==> config.mk <==
export PLATFORM = sky130hd
export DESIGN_NAME = readReturnMux
export DESIGN_NICKNAME = d
export VERILOG_FILES = /design/src/hw/socBusPkg.sv /design/src/hw/readReturnMux.sv
export SDC_FILE = /design/constraint.sdc
export NUM_CORES = 1
export LEC_CHECK = 0
export ABC_AREA = 1
export ABC_CLOCK_PERIOD_IN_PS = 1200
export BUFFER_PORTS_ARGS = -buffer_cell sky130_fd_sc_hd__buf_2
export CORE_ASPECT_RATIO = 0.6
export CORE_UTILIZATION = 26
export CTS_CLUSTER_SIZE = 24
export DETAILED_ROUTE_END_ITERATION = 16
export MAX_ROUTING_LAYER = met4
export PLACE_DENSITY = 0.84
export SYNTH_ARGS = -nofsm -noshare
export SYNTH_HDL_FRONTEND = slang
export SYNTH_SLANG_ARGS = --single-unit
==> constraint.sdc <==
create_clock -name clk -period 1.2 [get_ports clk]
set_clock_uncertainty 0.1 [all_clocks]
set_input_delay 0.24 -clock clk [delete_from_list [all_inputs] [get_ports clk]]
set_output_delay 0.24 -clock clk [all_outputs]
set_load 0.03 [all_outputs]
==> src/hw/socBusPkg.sv <==
`default_nettype none

package socBusPkg;

    // bus data word and byte address
    typedef logic [31:0] busWord_t;
    typedef logic [31:0] busAddr_t;

    // bit n enables byte n of the word
    typedef logic [3:0] byteEnable_t;

    // word index inside the scratch ram
    typedef logic [11:0] ramWordAddr_t;

    // timer register index, address bits 4:2
    typedef logic [2:0] timerRegAddr_t;

    // interrupt lines and interrupt number
    typedef logic [15:0] irqVector_t;
    typedef logic [3:0] irqId_t;

    // scratch ram size in words, 16 KiB
    localparam int ramDepth = 4096;

    // address bits 31:28 pick the region
    localparam int regionShift = 28;
    localparam logic [31-regionShift:0] regionRamCode = 0;
    localparam logic [31-regionShift:0] regionTimerCode = 1;
    localparam logic [31-regionShift:0] regionIrqCode = 2;

    // timer channels, wired to the lowest interrupt lines
    localparam int timerCount = 3;
    localparam int timerIrqBase = 0;

    // register 3 holds the channel enables
    localparam timerRegAddr_t timerCtrlIndex = 3'd3;
    // registers 4 to 6 read back the live counts
    localparam timerRegAddr_t timerCountBase = 3'd4;

    // everything the master drives in one cycle
    typedef struct packed {
        logic        read;
        logic        write;
        byteEnable_t bwe;
        busAddr_t    address;
        busWord_t    data;
    } busRequestT;

    // decoded target of a request
    typedef enum logic [1:0] {
        regionRam,
        regionTimer,
        regionIrq,
        regionNone
    } regionT;

endpackage

`default_nettype wire

==> src/hw/readReturnMux.sv <==
`default_nettype none

module readReturnMux (
    input  logic                clk,
    input  logic                rstN,
    input  socBusPkg::regionT   readRegion,
    input  logic                anyRead,
    input  socBusPkg::busWord_t ramData,
    input  socBusPkg::busWord_t timerData,
    input  socBusPkg::busWord_t irqData,
    output socBusPkg::busWord_t busReadData,
    output logic                readValid
);

    import socBusPkg::*;

    // region of the read now returning
    regionT pendingRegion;

    // slaves answer one cycle after the strobe
    // so a single stage of tracking covers it
    always_ff @(posedge clk or negedge rstN) begin
        if (!rstN) begin
            readValid <= 1'b0;
            pendingRegion <= regionNone;
        end else begin
            readValid <= anyRead;
            if (anyRead) begin
                pendingRegion <= readRegion;
            end
        end
    end

    // pick the slave word, unmapped reads give zero
    always_comb begin
        case (pendingRegion)
            regionRam:   busReadData = ramData;
            regionTimer: busReadData = timerData;
            regionIrq:   busReadData = irqData;
            default:     busReadData = '0;
        endcase
    end

endmodule

`default_nettype wire

==> qor.txt <==
Run status - complete, but fails checks
Violated checks - negative setup slack
Via count of the first global-routing pass - 1798
Number of nets in the synthesized netlist - 256
Reg-to-reg setup timing slack - -60 ps
Count of H-tree levels built during CTS - 1
Vias per cell - 6.375
Gr usage total - 34.76%
Count of final hold-check violations - 0
Largest stage delay, worst path - 610 ps
TritonCTS clock tree - yes
Worst hold slack - 105.9 ps
Final Routed Wirelength - 8403 µm
Cell area after synthesis - 854.6 µm²
Final antenna diode count - 0
Root buffer selected by CTS - sky130_fd_sc_hd__clkbuf_8
CP Launch Point - pendingRegion[0]
Max-slew violation total from the final report - 0
Clk_lat worst skew - 220 ps
Count of flip-flops with a built-in enable after synthesis - 0
Count of different cell masters after synthesis - 10
Leak pwr - 0.001454 µW
Number of detailed-routing iterations run before antenna repair - 4
Power per cell area - 837.8 mW/mm²
Most frequent cell after synthesis - sky130_fd_sc_hd__nand3_1
CTS sink count - 3
FMAX - 530.4 MHz
Worst setup path endpoint - busReadData[5]
Max Cap Viol - 0
Number of cells produced by synthesis - 155
Pin count of the biggest net entering global routing - 34
Mean area per synthesized cell - 5.513 µm²
IO Pins - 134
Area growth, synth to finish - 231.8%
Capturing point of the worst reg2reg path - pendingRegion[0]
Final instance area - 0.002835 mm²
Most area-hungry cell type in the Yosys netlist - sky130_fd_sc_hd__nand3_1
Gr ovfl total - 0
Minimum period implied by the final worst setup slack - 1885 ps
Global-route wire length before repair - 8935 µm
Post-route DRC - 0
Cells on worst reg2reg path - 3
Type of destination of the critical path - output pin
Synth Warn # - 0
Floorplan row count - 15
First-iteration detailed-routing DRC count - 137
Portion of the post-synthesis area used by sequential elements - 9.078%
Fraction of registers with async set/reset - 100.0%
Worst Setup Start Kind - register
Chip height - 46.41 µm
Number of synthesized register bits - 3
CP max-delay cell - sky130_fd_sc_hd__dfstp_2
Avg WL per Cell - 25.01 µm
Routed vias - 2142
Transition time of the tightest slew-check pin - 276.1 ps
X dimension of the die - 76.02 µm
Buffers added on ports - 133
Largest cells by area after synthesis - sky130_fd_sc_hd__nand3_1, sky130_fd_sc_hd__nand2_1, sky130_fd_sc_hd__buf_6
Half-perimeter wire length after placement - 3513 µm
Setup Crit Path Kind - reg -> out
Final setup violation count - 33
Number of antenna violations at the first check in global routing - 0
Die outline area - 0.003528 mm²
Share of post-route cells with drive strength above 1 - 90.48%
Post-DP Area - 0.002140 mm²
Startpoint of the most critical register-to-register path - pendingRegion[0]
Path length in cells of the critical path - 5
Worst slew margin relative to its limit - 81.59%
Post-route total power - 2375 µW
Crit path buffers/inverters - 3
Share of the cycle needed by the critical path after routing - 157.1%
Hold crit path type - in -> reg
Placer's final routability congestion estimate - 0.7795
CTS Buf Count - 3
Cell mode on critical path - sky130_fd_sc_hd__buf_6
IR drop worst, VDD - 0.6840 mV
Unrepaired setup endpoints after global routing - yes
Leading cell types by count after synthesis - sky130_fd_sc_hd__nand3_1, sky130_fd_sc_hd__nand2_1, sky130_fd_sc_hd__buf_2, sky130_fd_sc_hd__buf_4, sky130_fd_sc_hd__buf_6
DRT antenna net count - 0
Number of stages on the worst hold path - 1
Crit path arrival time - 1550 ps
Number of nets in the layout - 396
Min setup slack post-route - -685.5 ps
Largest delay share family, worst path - flip-flops
Leading register cell type out of synthesis - sky130_fd_sc_hd__dfstp_2
CP Cell Sequence - buf_6, inv_8, nand3_1, nand3_4, buf_6
Post-Route Setup TNS - -20260 ps
Clock transition at the register clock pins on the worst setup and hold paths after CTS - 30 ps
Maximum fanout count along the critical path - 33
Starting density of the core - 28.46%
Critical path required time - 860 ps
Buffer depth of the longest clock path - 2
Total core area - 0.003003 mm²
Share of the synthesized area in the top cell type - 56.22%
[per-stage QoR]
stage          util [%]  setup slack, ps  cells
2_1_floorplan         -           -206.2    155
3_3_place_gp      71.25           -448.9    324
3_5_place_dp      71.25           -493.1    324
4_1_cts           90.04           -567.7    334
5_1_grt           94.42           -759.1    336
6_report          94.42           -685.5    336
[cell families (layout without fill, tap and decap cells)]
family	count (synthesis)	count (layout)	synth area share (%)
and+or+nand+nor	131	131	73.50
buffers and inverters	19	158	16.25
AOI/OAI and AO/OA	2	2	1.171
DFF	3	3	9.077
[flip-flops by register name, summed over array words and instances (netlist names)]
name / flops
pendingRegion: 2
readValid: 1
[placed cells by master (no fill, tap or decap), drive strengths merged]
cell type / n
o21ai: 2
dfrtp: 1
dfstp: 2
dlygate4sd3: 1
buf: 149
nand3: 96
nor2: 1
inv: 2
clkbuf: 6
nand2: 34
[worst min path at each step]
stage          startpoint   endpoint  slack [ps]
5_1_grt           anyRead  readValid         110
6_report          anyRead  readValid         110
2_1_floorplan        rstN  readValid        -160
3_3_place_gp         rstN  readValid         -60
3_5_place_dp         rstN  readValid         -60
4_1_cts           anyRead  readValid          90
[power by group]
group | internal (µW) | leakage (µW) | switching [µW]
combinational | 845 | 0.00140 | 1100
sequential | 115 | 0.0000326 | 11.1
clock | 228 | 0.0000228 | 79.7
total | 1190 | 0.00145 | 1190
[cell type report]
class / instances / area [µm²]
Multi-Input combinational cell: 133 / 1465
Inverter: 2 / 22.52
Timing Repair Buffer: 152 / 1172
Tap cell: 42 / 52.55
Clock buffer: 4 / 45.04
Fill cell: 95 / 167.7
Sequential cell: 3 / 77.57
[routing by layer]
metal  up-vias  track usage, %  routed length (µm)
met5         -               -                   0
met4         0           13.08                 948
met3       111           6.139                 879
met2       219           66.55                3917
met1       984           37.78                2658
li1        828               -                   -
[timing repair]
item                                    in CTS  in global routing
pin swaps                                    0                 10
hold buffers                                 1                  0
hold endpoints to repair                     3                  0
setup buffers                                4                  0
gates cloned                                 1                  2
gates resized for setup                    129                 17
endpoints found under the setup margin      34                 34
Note: power is estimated with default switching activity, not from simulation.
