$ cat config.mk
export PLATFORM = sky130hd
export DESIGN_NAME = intervalTimer
export DESIGN_NICKNAME = d
export VERILOG_FILES = /design/src/hw/socBusPkg.sv /design/src/hw/intervalTimer.sv
export SDC_FILE = /design/constraint.sdc
export NUM_CORES = 1
export LEC_CHECK = 0
export BUFFER_PORTS_ARGS = -buffer_cell sky130_fd_sc_hd__buf_2
export CAP_MARGIN = 30
export CORE_MARGIN = 4
export CORE_UTILIZATION = 56
export CTS_CLUSTER_DIAMETER = 40
export CTS_CLUSTER_SIZE = 28
export DETAILED_ROUTE_END_ITERATION = 12
export HOLD_SLACK_MARGIN = 0.02
export PLACE_DENSITY = 0.88
export RECOVER_POWER = 50
export SYNTH_ARGS = -nofsm -noshare
export SYNTH_HDL_FRONTEND = slang
export SYNTH_SLANG_ARGS = --single-unit
$ cat constraint.sdc
create_clock -name clk -period 2.7 [get_ports clk]
set_input_delay 0.135 -clock clk [delete_from_list [all_inputs] [get_ports clk]]
set_output_delay 0.135 -clock clk [all_outputs]
set_load 0.02 [all_outputs]
$ cat src/hw/socBusPkg.sv
`default_nettype none

package socBusPkg;

    // bus data word and byte address
    typedef logic [31:0] busWord_t;
    typedef logic [31:0] busAddr_t;

    // bit n enables byte n of the word
    typedef logic [3:0] byteEnable_t;

    // word index inside the scratch ram
    typedef logic [11:0] ramWordAddr_t;

    // timer register index, address bits 4:2
    typedef logic [2:0] timerRegAddr_t;

    // interrupt lines and interrupt number
    typedef logic [15:0] irqVector_t;
    typedef logic [3:0] irqId_t;

    // scratch ram size in words, 16 KiB
    localparam int ramDepth = 4096;

    // address bits 31:28 pick the region
    localparam int regionShift = 28;
    localparam logic [31-regionShift:0] regionRamCode = 0;
    localparam logic [31-regionShift:0] regionTimerCode = 1;
    localparam logic [31-regionShift:0] regionIrqCode = 2;

    // timer channels, wired to the lowest interrupt lines
    localparam int timerCount = 3;
    localparam int timerIrqBase = 0;

    // register 3 holds the channel enables
    localparam timerRegAddr_t timerCtrlIndex = 3'd3;
    // registers 4 to 6 read back the live counts
    localparam timerRegAddr_t timerCountBase = 3'd4;

    // everything the master drives in one cycle
    typedef struct packed {
        logic        read;
        logic        write;
        byteEnable_t bwe;
        busAddr_t    address;
        busWord_t    data;
    } busRequestT;

    // decoded target of a request
    typedef enum logic [1:0] {
        regionRam,
        regionTimer,
        regionIrq,
        regionNone
    } regionT;

endpackage

`default_nettype wire

$ cat src/hw/intervalTimer.sv
`default_nettype none

module intervalTimer (
    input  logic                                clk,
    input  logic                                rstN,
    input  logic                                timerRead,
    input  logic                                timerWrite,
    input  socBusPkg::timerRegAddr_t            regIndex,
    input  socBusPkg::busWord_t                 writeData,
    output socBusPkg::busWord_t                 readData,
    output logic [socBusPkg::timerCount-1:0]    timerIrq
);

    import socBusPkg::*;

    // per channel reload and live count
    busWord_t reload [timerCount];
    busWord_t count [timerCount];

    // control register, one enable bit per channel
    logic [timerCount-1:0] enable;

    // enabled channel sitting at zero this cycle
    logic [timerCount-1:0] expired;

    // selected register for the read port
    busWord_t readMux;

    always_comb begin
        for (int i = 0; i < timerCount; i++) begin
            expired[i] = enable[i] && (count[i] == '0);
        end
    end

    // irq pulses in the cycle the count hits zero
    // reload happens in the same cycle, so period is reload+1
    assign timerIrq = expired;

    always_ff @(posedge clk or negedge rstN) begin
        if (!rstN) begin
            enable <= '0;
            for (int i = 0; i < timerCount; i++) begin
                reload[i] <= '0;
                count[i] <= '0;
            end
        end else begin
            // enables live in the low bits of control
            if (timerWrite && (regIndex == timerCtrlIndex)) begin
                enable <= writeData[timerCount-1:0];
            end
            for (int i = 0; i < timerCount; i++) begin
                if (timerWrite && (regIndex == timerRegAddr_t'(i))) begin
                    // new reload also restarts the count
                    reload[i] <= writeData;
                    count[i] <= writeData;
                end else if (expired[i]) begin
                    count[i] <= reload[i];
                end else if (enable[i]) begin
                    count[i] <= count[i] - 1'b1;
                end
                // disabled channels hold their count
            end
        end
    end

    // register file read decode
    // count registers are read-only, index 7 reads zero
    always_comb begin
        readMux = '0;
        if (regIndex == timerCtrlIndex) begin
            readMux = busWord_t'(enable);
        end
        for (int i = 0; i < timerCount; i++) begin
            if (regIndex == timerRegAddr_t'(i)) begin
                readMux = reload[i];
            end
            if (regIndex == timerCountBase + timerRegAddr_t'(i)) begin
                readMux = count[i];
            end
        end
    end

    // one cycle read latency
    always_ff @(posedge clk) begin
        if (timerRead) begin
            readData <= readMux;
        end
    end

endmodule

`default_nettype wire

==> results.ini <==
[hold_path]
hp-class=input port to flip-flop

[status]
violations=capacitance limit, slew limit
status=finished, violations left

[finish]
layout_common_cells=nand2_1 (363), dfrtp_1 (194), nor2_1 (116)
drive_gt1_frac=0.192
area_delta_synth_final_pct=22.7
nets=1646
layout_commonest_cell=nand2_1
diodes=0

[synthesis]
synth_seq_cells=227
synthTopCellsByArea=dfrtp_1 (38%), nand2_1 (11%), edfxtp_1 (7.5%)
syn_nets=1489
synth_edf_count=32
yosys_warnings=0
avgSynthCellArea_sq_um=8.85
synth_top_cell_by_area=dfrtp_1
synthFlopType=dfrtp_1
yosysTopAreaCellShare=0.381
synth.distinct_cells=77
syn_inst=1447
synthArstFlopShare=0.859
syn_area_sq_mm=0.0128
seq_area_frac_synth=0.456

[floorplan]
coreArea_sq_mm=0.0226
io_pins=74
die_w_um=159
initial_core_util=0.567
dieArea_sq_mm=0.0253
rows=55
die_height_um=159

[grt]
grt_usage=0.332
grt_pass1_wl_mm=67.4
gr-total-overflow=0
grt_pass1_vias=12000
grt_start_max_net_pins=86
antenna_found_initial=0

[critical_path]
cp_cell_sequence=or4_4 -> or4_4 -> or3_4 -> clkinv_8 -> buf_4
cpMostUsedCell=or4_4
cp_max_fo=2
rrSetupSlack_ps=50
cp-end-kind=primary output
start_kind=flip-flop
slowest_stage=or4_4
max_stage_delay_ps=550
cp.required_ps=2570
worstSetupPathType=flip-flop to primary output
arrival_ps=2540

[sta]
post-route-period-util=0.991
rsz0062_at_grt=true
finalSetupViolations=0
skew_ps=28.5
fin_tns_setup_ps=0
finalCriticalPeriod_ps=2680
worst_slack_ps=24.7
hold_viol=0
fmax_mhz=374
slew_headroom=-0.538
worst_pin_slew_ps=2310
drv_slew=118

[drt]
wl_per_cell_um=22.5
avgViaCountPerCell=6.61
drt-pass1-iter-count=6
first_iter_violations=1826
vias=12700
drc=0
ant_nets=0
drt_wl_total_mm=43.0

[power]
leakage_nw=6.99
vdd_ir_drop_max_v=0.000616
power_density_mw_per_mm2=934

[clock_tree]
clock_sinks=227
clk_latency_ps=530
cts_root_buffer=clkbuf_16
cts.path.max_buffers=3
numCtsBuffers=38
cts_tree=yes
clk_pin_slew_worst_paths_ps=50
htree_levels=2

[place]
gp_congestion=1.01
hpwl_mm=29.7
dp_worst_setup_slack_ps=-1.82
io_buffers=73

[flow_run]
cap_violations=2

[per-stage QoR]
| stage | hold slack [ps] | cell area [sq um] | total power [mW] | cells | util |
|---|---|---|---|---|---|
| after floorplan | -161 | 12800 | 7.90 | 1447 | - |
| after global placement | 240 | 14000 | 9.36 | 1808 | 0.618 |
| after detailed placement | 250 | 14000 | 9.53 | 1808 | 0.618 |
| after CTS | 120 | 15700 | 14.5 | 1912 | 0.694 |
| after global routing | 213 | 15700 | 15.3 | 1917 | 0.696 |
| final | 175 | 15700 | 14.7 | 1917 | 0.696 |
[layout make-up]
| cell class | instances | area (sq um) |
|---|---|---|
| fillers | 1710 | 6860 |
| multi-input cells | 1094 | 6580 |
| clock buffers | 45 | 1020 |
| well taps | 285 | 357 |
| inverters | 37 | 151 |
| clock inverters | 23 | 272 |
| repair buffers | 206 | 1490 |
| flip-flops and latches | 227 | 5840 |
[worst paths after layout]
| check | startpoint | to | depth (start not counted) |
|---|---|---|---|
| setup / recovery | count[26]$_DFFE_PN0P_ | timerIrq[2] | 5 |
| max in group asynchronous | rstN | reload[52]$_DFFE_PN0P_ | 3 |
| min in group asynchronous | rstN | reload[18]$_DFFE_PN0P_ | 2 |
| setup reg to reg | count[26]$_DFFE_PN0P_ | count[27]$_DFFE_PN0P_ | 8 |
| hold / removal | timerWrite | reload[87]$_DFFE_PN0P_ | 4 |
| hold reg to reg | reload[10]$_DFFE_PN0P_ | reload[10]$_DFFE_PN0P_ | 2 |
[routing by layer]
layer,global-route usage,part of all wire
met4,0.136,0.047
met3,0.0611,0.11
met1,0.462,0.39
met5,0,0
met2,0.518,0.45
[what timing repair did]
item / in CTS / in global routing
hold buffers: 33 / 0
pin swaps: 3 / 5
gates resized for setup: 11 / 16
endpoints found under the setup margin: 4 / 14
endpoints found under the hold margin: 237 / 0
setup buffers: 3 / 5
[power breakdown]
| part | switching (mW) | internal [mW] |
|---|---|---|
| sequential | 1.11 | 4.41 |
| clock | 1.83 | 3.05 |
| combinational | 2.36 | 1.92 |
| total | 5.30 | 9.38 |
[sequential cells by signal, indices dropped and copies added, names as in the netlist]
signal,count
reload,96
count,96
readData,32
enable,3
[cells in the mapped netlist (7+ instances only)]
library cell,n
a21oi_1,60
a221o_1,10
a22oi_1,23
a31oi_1,13
buf_1,7
clkbuf_1,75
dfrtp_1,195
edfxtp_1,32
inv_1,34
mux2_2,22
mux2i_1,30
mux4_2,23
nand2_1,364
nand3_1,28
nand4_1,11
nor2_1,118
nor3_1,36
nor4_1,33
o211ai_1,25
o21ai_0,70
o22ai_1,32
o31ai_1,15
or2_2,8
or3_1,12
or4_1,16
xnor2_1,24
xor2_1,13
[kinds of logic (layout without fill, tap and decap cells)]
| group | count (synthesis) | count (layout) | synth area share |
|---|---|---|---|
| AOI/OAI and AO/OA | 314 | 314 | 0.161 |
| xor gates and xnor gates | 37 | 37 | 0.0253 |
| adders and majority gates | 3 | 3 | 0.00293 |
| buffers and inverters | 126 | 311 | 0.0392 |
| DFF | 227 | 227 | 0.456 |
| muxes | 75 | 75 | 0.0833 |
| and+or+nand+nor | 665 | 665 | 0.232 |
[worst max-delay path, delay by kind of cell, from the launching register on]
family,cells,cell delay [ps]
simple gates,3,1440
flops,1,370
buf+inv,2,200
(Power assumes the default switching activity.)
