==> src/hw/socBusPkg.sv <==
`default_nettype none

package socBusPkg;

    // bus data word and byte address
    typedef logic [31:0] busWord_t;
    typedef logic [31:0] busAddr_t;

    // bit n enables byte n of the word
    typedef logic [3:0] byteEnable_t;

    // word index inside the scratch ram
    typedef logic [11:0] ramWordAddr_t;

    // timer register index, address bits 4:2
    typedef logic [2:0] timerRegAddr_t;

    // interrupt lines and interrupt number
    typedef logic [15:0] irqVector_t;
    typedef logic [3:0] irqId_t;

    // scratch ram size in words, 16 KiB
    localparam int ramDepth = 4096;

    // address bits 31:28 pick the region
    localparam int regionShift = 28;
    localparam logic [31-regionShift:0] regionRamCode = 0;
    localparam logic [31-regionShift:0] regionTimerCode = 1;
    localparam logic [31-regionShift:0] regionIrqCode = 2;

    // timer channels, wired to the lowest interrupt lines
    localparam int timerCount = 3;
    localparam int timerIrqBase = 0;

    // register 3 holds the channel enables
    localparam timerRegAddr_t timerCtrlIndex = 3'd3;
    // registers 4 to 6 read back the live counts
    localparam timerRegAddr_t timerCountBase = 3'd4;

    // everything the master drives in one cycle
    typedef struct packed {
        logic        read;
        logic        write;
        byteEnable_t bwe;
        busAddr_t    address;
        busWord_t    data;
    } busRequestT;

    // decoded target of a request
    typedef enum logic [1:0] {
        regionRam,
        regionTimer,
        regionIrq,
        regionNone
    } regionT;

endpackage

`default_nettype wire

==> src/hw/interruptController.sv <==
`default_nettype none

module interruptController (
    input  logic                    clk,
    input  logic                    rstN,
    input  socBusPkg::irqVector_t   triggerLines,
    input  logic                    interruptAcknowledge,
    input  socBusPkg::irqId_t       ackId,
    input  logic                    irqRead,
    output socBusPkg::busWord_t     pendingWord,
    output logic                    interruptRequest,
    output socBusPkg::irqId_t       interruptId
);

    import socBusPkg::*;

    // latched interrupt lines
    irqVector_t pending;

    // one-hot of the line being acknowledged
    irqVector_t ackMask;

    always_comb begin
        ackMask = '0;
        if (interruptAcknowledge) begin
            ackMask[ackId] = 1'b1;
        end
    end

    // clear first, then set, so a line firing
    // during its own acknowledge stays pending
    always_ff @(posedge clk or negedge rstN) begin
        if (!rstN) begin
            pending <= '0;
        end else begin
            pending <= (pending & ~ackMask) | triggerLines;
        end
    end

    // request while anything is pending
    assign interruptRequest = |pending;

    // priority scan, lowest index wins
    // walk downwards so the last hit is the lowest
    always_comb begin
        interruptId = '0;
        for (int i = $bits(irqVector_t) - 1; i >= 0; i--) begin
            if (pending[i]) begin
                interruptId = irqId_t'(i);
            end
        end
    end

    // status read, pending zero-extended to a bus word
    // any word offset in the region lands here
    always_ff @(posedge clk) begin
        if (irqRead) begin
            pendingWord <= busWord_t'(pending);
        end
    end

endmodule

`default_nettype wire

==> config.mk <==
export PLATFORM = sky130hd
export DESIGN_NAME = interruptController
export DESIGN_NICKNAME = d
export VERILOG_FILES = /design/src/hw/socBusPkg.sv /design/src/hw/interruptController.sv
export SDC_FILE = /design/constraint.sdc
export NUM_CORES = 1
export LEC_CHECK = 0
export ABC_AREA = 1
export ABC_CLOCK_PERIOD_IN_PS = 3500
export BUFFER_PORTS_ARGS = -buffer_cell sky130_fd_sc_hd__buf_2
export CORE_AREA = 2 2 69 71
export DETAILED_ROUTE_END_ITERATION = 8
export DIE_AREA = 0 0 71 73
export MAX_ROUTING_LAYER = met4
export PLACE_DENSITY = 0.7
export SYNTH_ARGS = -nofsm -noshare
export SYNTH_HDL_FRONTEND = slang
export SYNTH_SLANG_ARGS = --single-unit
==> constraint.sdc <==
create_clock -name clk -period 3.5 [get_ports clk]
set_input_delay 0.35 -clock clk [delete_from_list [all_inputs] [get_ports clk]]
set_output_delay 0.35 -clock clk [all_outputs]
set_load 0.1 [all_outputs]
==> metrics, run 1 <==
routed wire length 2.89 mm; HPWL after detailed placement 2.27 mm; first-pass GRT wire length 4.64 mm; DRC viols 0; post-route ant nets 0; core area 0.00454 sq mm; post-synth top area cell edfxtp_1; ranking of synthesized cells by area edfxtp_1, dfrtp_1, buf_4, o21bai_1, nand2_1; most used cell, CP nand2_1; unrepaired setup endpoints after global routing no; reg2reg start pending[11]$_DFF_PN0_; Die W 71 microns; global route overflow 0; synthesized flop and latch total 32; clock slew at the register clock pins of the worst setup and hold paths 0.06 ns; post-synth top area share 0.321; Pins Over Slew Limit 0; average cell area after synthesis 9.93 sq um; die height 73 microns; Hold WC Path Type primary input to flop; Leakage 0.831 nW; Max Root-Sink Buffers 2; post-synthesis cell type count 18; pre-CTS WS 1.54 ns; placed cell area 0.00172 sq mm; Design Area, Final 0.00182 sq mm; synthesized instance count 151; crit end category output port; Final nets 226; H-tree levels 2; via-per-instance ratio 4.32; Die ar. 0.00518 sq mm; Startpoint Class flop; Starting Density 0.330; slowest cell delay on critical path 0.43 ns; Max Clock Freq 437 MHz; Worst EP arrival 1.94 ns; largest net degree at the start of global routing 17; wire length per cell 11.2 microns; post-layout min period 2.29 ns; Max Cap Viol 0; Critical Path Start pending[14]$_DFF_PN0_; Diodes inserted 0; Hold Slack 0.251 ns; Setup Skew 0.00313 ns; post-route setup TNS 0 ns; first drt pass iteration count 4; vias in the first global route 1071; final hold violation count 0; GRT Util Overall 0.122; Clock Sinks 32; CTS tree built; Cell Chain, Critical Path inv_1, nand2_1, nand2_1, nand2_1, nand2_1, nand2_1, nand2_1, nand2_1, nand2_1, nand2_1, nand2_1, nand2_1, nand2_1, nand2_1, a21oi_2, buf_2; vias 1109; CTS resizes 0; status finished, final reports clean; CP Max Fanout 3; fin crit share 0.654; Cell Rows 25; Critical-path top delay cell buf_2; total CTS buffers 5; io pins 61; CTS Root Buffer Type clkbuf_8; Synth Cell Area 0.00150 sq mm; register area share after synthesis 0.588; clock latency on the worst-skew pair 0.28 ns; CP Data Required Time 3.15 ns; Max rail drop VDD 0.000139 V; drt initial violations 59; Yosys warning count 0; Final WS setup 1.21 ns; share of cells above drive strength 1 0.305; HP Start triggerLines[15]; final setup violation count 0; input/output buffers 44; Crit Path Class flop to output port; initial antenna violation count 0; Layout Utilization 0.400; pwr/cell area 448 mW/mm^2; Layout area overhead 21.1%; RD Place Congestion 0.764
kinds of logic (layout without fill, tap and decap cells):
family	count (synthesis)	count (layout)	share of synthesized area
simple gates	59	59	0.162
buf+inv	40	77	0.159
compound gates	19	19	0.0893
flops	32	32	0.588
other cells	1	16	0.00250
power breakdown:
| group | internal (W) | leakage [nW] | switching [W] |
|---|---|---|---|
| clock | 0.000135 | 0.0453 | 0.000129 |
| sequential | 0.000403 | 0.257 | 0.00000366 |
| combinational | 0.0000213 | 0.528 | 0.000122 |
per-layer routing:
| layer | part of all wire | vias to the layer above | global-route usage |
|---|---|---|---|
| met4 | 0.022 | 0 | 0.0566 |
| met1 | 0.44 | 506 | 0.139 |
| met3 | 0.061 | 7 | 0.0331 |
| met2 | 0.48 | 41 | 0.200 |
| met5 | 0 | - | - |
| li1 | - | 555 | - |
repair_timing:
action | in CTS | in global routing
setup buffers | 0 | 0
hold buffers | 1 | 0
hold endpoints to repair | 16 | 0
worst paths after layout:
check	end	slack [ns]	depth (start not counted)
setup reg to reg	pending[11]$_DFF_PN0_	2.76	2
hold / removal	pending[15]$_DFF_PN0_	0.25	3
hold reg to reg	pendingWord[9]$_DFFE_PP_	0.45	0
min in group asynchronous	pending[11]$_DFF_PN0_	0.51	2
setup / recovery	interruptId[0]	1.21	16
max in group asynchronous	pending[5]$_DFF_PN0_	2.71	2
metrics by stage:
step                power, W  std cells
floorplan           0.000541        166
global placement    0.000556        248
detailed placement  0.000557        248
CTS                 0.000819        257
global route        0.000839        257
finish              0.000813        257
synthesized netlist by cell type, drive strengths merged:
master	instances
nand2	23
inv	22
nor2	22
buf	16
dfrtp	16
edfxtp	16
o21bai	14
nand3	8
a21oi	3
nor3	3
bufinv	2
o21ai	2
conb	1
nand4	1
nor4	1
or2	1
flip-flops by register name, summed over array words and instances, names as in the netlist:
register,cells
pending,16
pendingWord,16
critical path: cells and delay by family (launching register included):
family | cells | cell delay, ns
AND/OR/NAND/NOR | 13 | 0.64
AO/OA/AOI/OAI | 1 | 0.11
buffers and inverters | 2 | 0.50
flip-flops | 1 | 0.39
layout by cell type, fill, tap and decap left out:
| master | instances |
|---|---|
| a21oi_1 | 2 |
| a21oi_2 | 1 |
| buf_2 | 44 |
| bufinv_8 | 2 |
| clkbuf_8 | 5 |
| clkinv_1 | 1 |
| clkinv_2 | 2 |
| conb_1 | 16 |
| dfrtp_1 | 16 |
| dlygate4sd3_1 | 1 |
| edfxtp_1 | 16 |
| inv_1 | 14 |
| inv_2 | 8 |
| nand2_1 | 23 |
| nand3_1 | 8 |
| nand4_1 | 1 |
| nor2_1 | 22 |
| nor3_1 | 3 |
| nor4_1 | 1 |
| o21ai_1 | 2 |
| o21bai_1 | 14 |
| or2_1 | 1 |
cell type report:
cell class	instances	area, sq um
Clock buffer	5	68.8
Sequential cell	32	881
Timing Repair Buffer	45	230
Multi-Input combinational cell	94	437
Clock inverter	3	13.8
Tap cell	54	67.6
Inverter	24	118
Fill cell	452	2720
Power figures use the tool's default switching activity.
==> inputs of run 2 (changes only) <==
- ABC_AREA: 1 -> 0
- ABC_CLOCK_PERIOD_IN_PS: 3500 -> 1850
- CORE_AREA: 2 2 69 71 -> 2 2 68 70
- DIE_AREA: 0 0 71 73 -> 0 0 70 72
- PLACE_DENSITY: 0.7 -> 0.72
- clock period: 3.5 -> 1.85 ns (I/O delays scaled with it)
==> metrics, run 2 <==
Setup Skew 0.00547 ns (was 0.00313 ns); via-per-instance ratio 4.60 (was 4.32); most frequent cells in the layout buf_2, conb_1, edfxtp_1 (was buf_2, nand2_1, nor2_1); crit end category output port (unchanged); clock latency on the worst-skew pair 0.29 ns (was 0.28 ns); synthesized instance count 122 (was 151); largest net degree at the start of global routing 17 (unchanged); post-synth top area cell edfxtp_1 (unchanged); GRT Util Overall 0.133 (was 0.122); Diodes inserted 0 (unchanged); Die ar. 0.00504 sq mm (was 0.00518 sq mm); Layout area overhead 31.7% (was 21.1%); final setup violation count 0 (unchanged); clock slew at the register clock pins of the worst setup and hold paths 0.07 ns (was 0.06 ns); placed cell area 0.00175 sq mm (was 0.00172 sq mm); Clock Sinks 32 (unchanged); DRC viols 0 (unchanged); Worst EP arrival 1.64 ns (was 1.94 ns); first-pass GRT wire length 4.88 mm (was 4.64 mm); Synth Cell Area 0.00146 sq mm (was 0.00150 sq mm); initial antenna violation count 0 (unchanged); Final WS setup 0.0223 ns (was 1.21 ns); Yosys warning count 0 (unchanged); Die W 70 microns (was 71 microns); drt initial violations 61 (was 59); register area share after synthesis 0.602 (was 0.588); die height 72 microns (was 73 microns); Final Power 0.00177 W (was 0.000813 W); Crit Path Class flop to output port (unchanged); Design Area, Final 0.00193 sq mm (was 0.00182 sq mm); CTS tree built (unchanged); Max rail drop VDD 0.000327 V (was 0.000139 V); final hold violation count 0 (unchanged); CTS Root Buffer Type clkbuf_8 (unchanged); share of cells above drive strength 1 0.385 (was 0.305); number of synthesized flops with an enable pin 16 (unchanged); average cell area after synthesis 12.0 sq um (was 9.93 sq um); ranking of synthesized cells by area edfxtp_1, dfrtp_1, buf_4, nand2b_1, o21ai_0 (was edfxtp_1, dfrtp_1, buf_4, o21bai_1, nand2_1); vias in the first global route 992 (was 1071); core area 0.00426 sq mm (was 0.00454 sq mm); Leakage 0.718 nW (was 0.831 nW); Cell Chain, Critical Path nor4_4, and3_4, nand4_1, buf_6 (was inv_1, nand2_1, nand2_1, nand2_1, nand2_1, nand2_1, nand2_1, nand2_1, nand2_1, nand2_1, nand2_1, nand2_1, nand2_1, nand2_1, a21oi_2, buf_2); total CTS buffers 5 (unchanged); worst hold path cell count 2 (was 3); Pins Over Slew Limit 0 (unchanged); pwr/cell area 921 mW/mm^2 (was 448 mW/mm^2); first drt pass iteration count 4 (unchanged); unrepaired setup endpoints after global routing yes (was no); Final nets 197 (was 226); post-synth top area share 0.328 (was 0.321); CP Data Required Time 1.66 ns (was 3.15 ns); CP Max Fanout 5 (was 3); status finished, final reports clean (unchanged); Post-synth ARST share 0.500 (unchanged); Max Root-Sink Buffers 2 (unchanged); Cell Rows 24 (was 25); Max Clock Freq 547 MHz; Top FF cell, synth edfxtp_1 (unchanged); routed wire length 3.03 mm (was 2.89 mm); slowest cell delay on critical path 0.44 ns (was 0.43 ns); global route overflow 0 (unchanged); pre-CTS WS 0.295 ns (was 1.54 ns); Starting Density 0.343 (was 0.330); fin crit share 0.988; post-synthesis cell type count 27 (was 18); commonest non-fill, non-tap cell in the layout buf_2 (unchanged); RD Place Congestion 0.780 (was 0.764); Startpoint Class flop (unchanged); post-layout min period 1.83 ns; wire length per cell 13.4 microns (was 11.2 microns); Max Cap Viol 0 (unchanged); post-route ant nets 0 (unchanged); synthesized flop and latch total 32 (unchanged); Hold WC Path Type primary input to flop (unchanged); vias 1039 (was 1109); H-tree levels 2 (unchanged); io pins 61 (unchanged); post-route setup TNS 0 ns (unchanged); input/output buffers 44 (unchanged); Critical-path top delay cell dfrtp_1 (was buf_2); Register-to-Register Path Depth 2 (unchanged); largest registers pendingWord (16), pending (16) (unchanged); commonest cells in the netlist buf_4, dfrtp_1, edfxtp_1, nand2b_1, o21ai_0 (was nand2_1, nor2_1, buf_4, dfrtp_1, edfxtp_1)
==> run 2: cell count changes after synthesis, sizes merged, moves of 6 or more <==
| cell | change |
|---|---|
| nand3 | -6 |
| nor2 | -15 |
| inv | -19 |
| nand2 | -17 |
| o21ai | +9 |
| nand2b | +16 |
| o21bai | -14 |
==> run 2: path summary, 6_finish.rpt <==
path                                       start                        end  slack (ns)
setup / recovery           pending[11]$_DFF_PN0_           interruptRequest        0.02
min in group asynchronous                   rstN       pending[5]$_DFF_PN0_        0.34
max in group asynchronous                   rstN       pending[4]$_DFF_PN0_        1.22
hold reg to reg            pending[15]$_DFF_PN0_  pendingWord[15]$_DFFE_PP_        0.52
setup reg to reg            pending[6]$_DFF_PN0_       pending[6]$_DFF_PN0_        1.06
hold / removal                   triggerLines[2]       pending[2]$_DFF_PN0_        0.07
==> run 2: worst max-delay path: cells and delay by family (launching register included) <==
kind                   cells  cell delay, ns
DFF                        1            0.44
and+or+nand+nor            3            0.70
buffers and inverters      1            0.22
==> run 2: timing repair <==
| action | CTS | global route |
|---|---|---|
| endpoints found under the setup margin | 2 | 4 |
| pin swaps | 0 | 1 |
| gates resized for setup | 2 | 8 |
| setup buffers | 0 | 1 |
| hold endpoints to repair | 16 | 0 |
| hold buffers | 1 | 0 |
==> run 2: power breakdown <==
group / internal [W] / leakage (nW) / switching, W
sequential: 0.000762 / 0.257 / 0.0000143
clock: 0.000475 / 0.0645 / 0.000256
combinational: 0.0000416 / 0.397 / 0.000225
total: 0.00128 / 0.718 / 0.000495
==> run 2: per-stage QoR <==
| step | hold WS (ns) | cells | util |
|---|---|---|---|
| after floorplan | -0.111 | 137 | - |
| after CTS | 0.0687 | 225 | 0.443 |
| after global routing | 0.0629 | 226 | 0.452 |
| after global placement | 0.115 | 216 | 0.409 |
| after detailed placement | 0.123 | 216 | 0.409 |
| final | 0.0718 | 226 | 0.452 |
==> run 2: cell families after synthesis <==
family | share of synthesized area
buffers and inverters | 0.0932
and+or+nand+nor | 0.194
DFF | 0.602
other | 0.00256
AOI/OAI and AO/OA | 0.108
==> run 2: routing by layer <==
| layer | vias to the layer above | share of wire | global-route usage |
|---|---|---|---|
| li1 | 501 | - | - |
| met1 | 487 | 0.43 | 0.156 |
| met2 | 47 | 0.47 | 0.199 |
| met3 | 4 | 0.078 | 0.0431 |
| met4 | 0 | 0.024 | 0.0833 |
| met5 | - | 0 | - |
==> run 2: cell type report <==
cell class / instances / area (sq um)
Clock inverter: 1 / 30.0
Tap cell: 52 / 65.1
Timing Repair Buffer: 46 / 292
Fill cell: 428 / 2340
Clock buffer: 7 / 96.3
Sequential cell: 32 / 883
Inverter: 3 / 11.3
Multi-Input combinational cell: 85 / 548
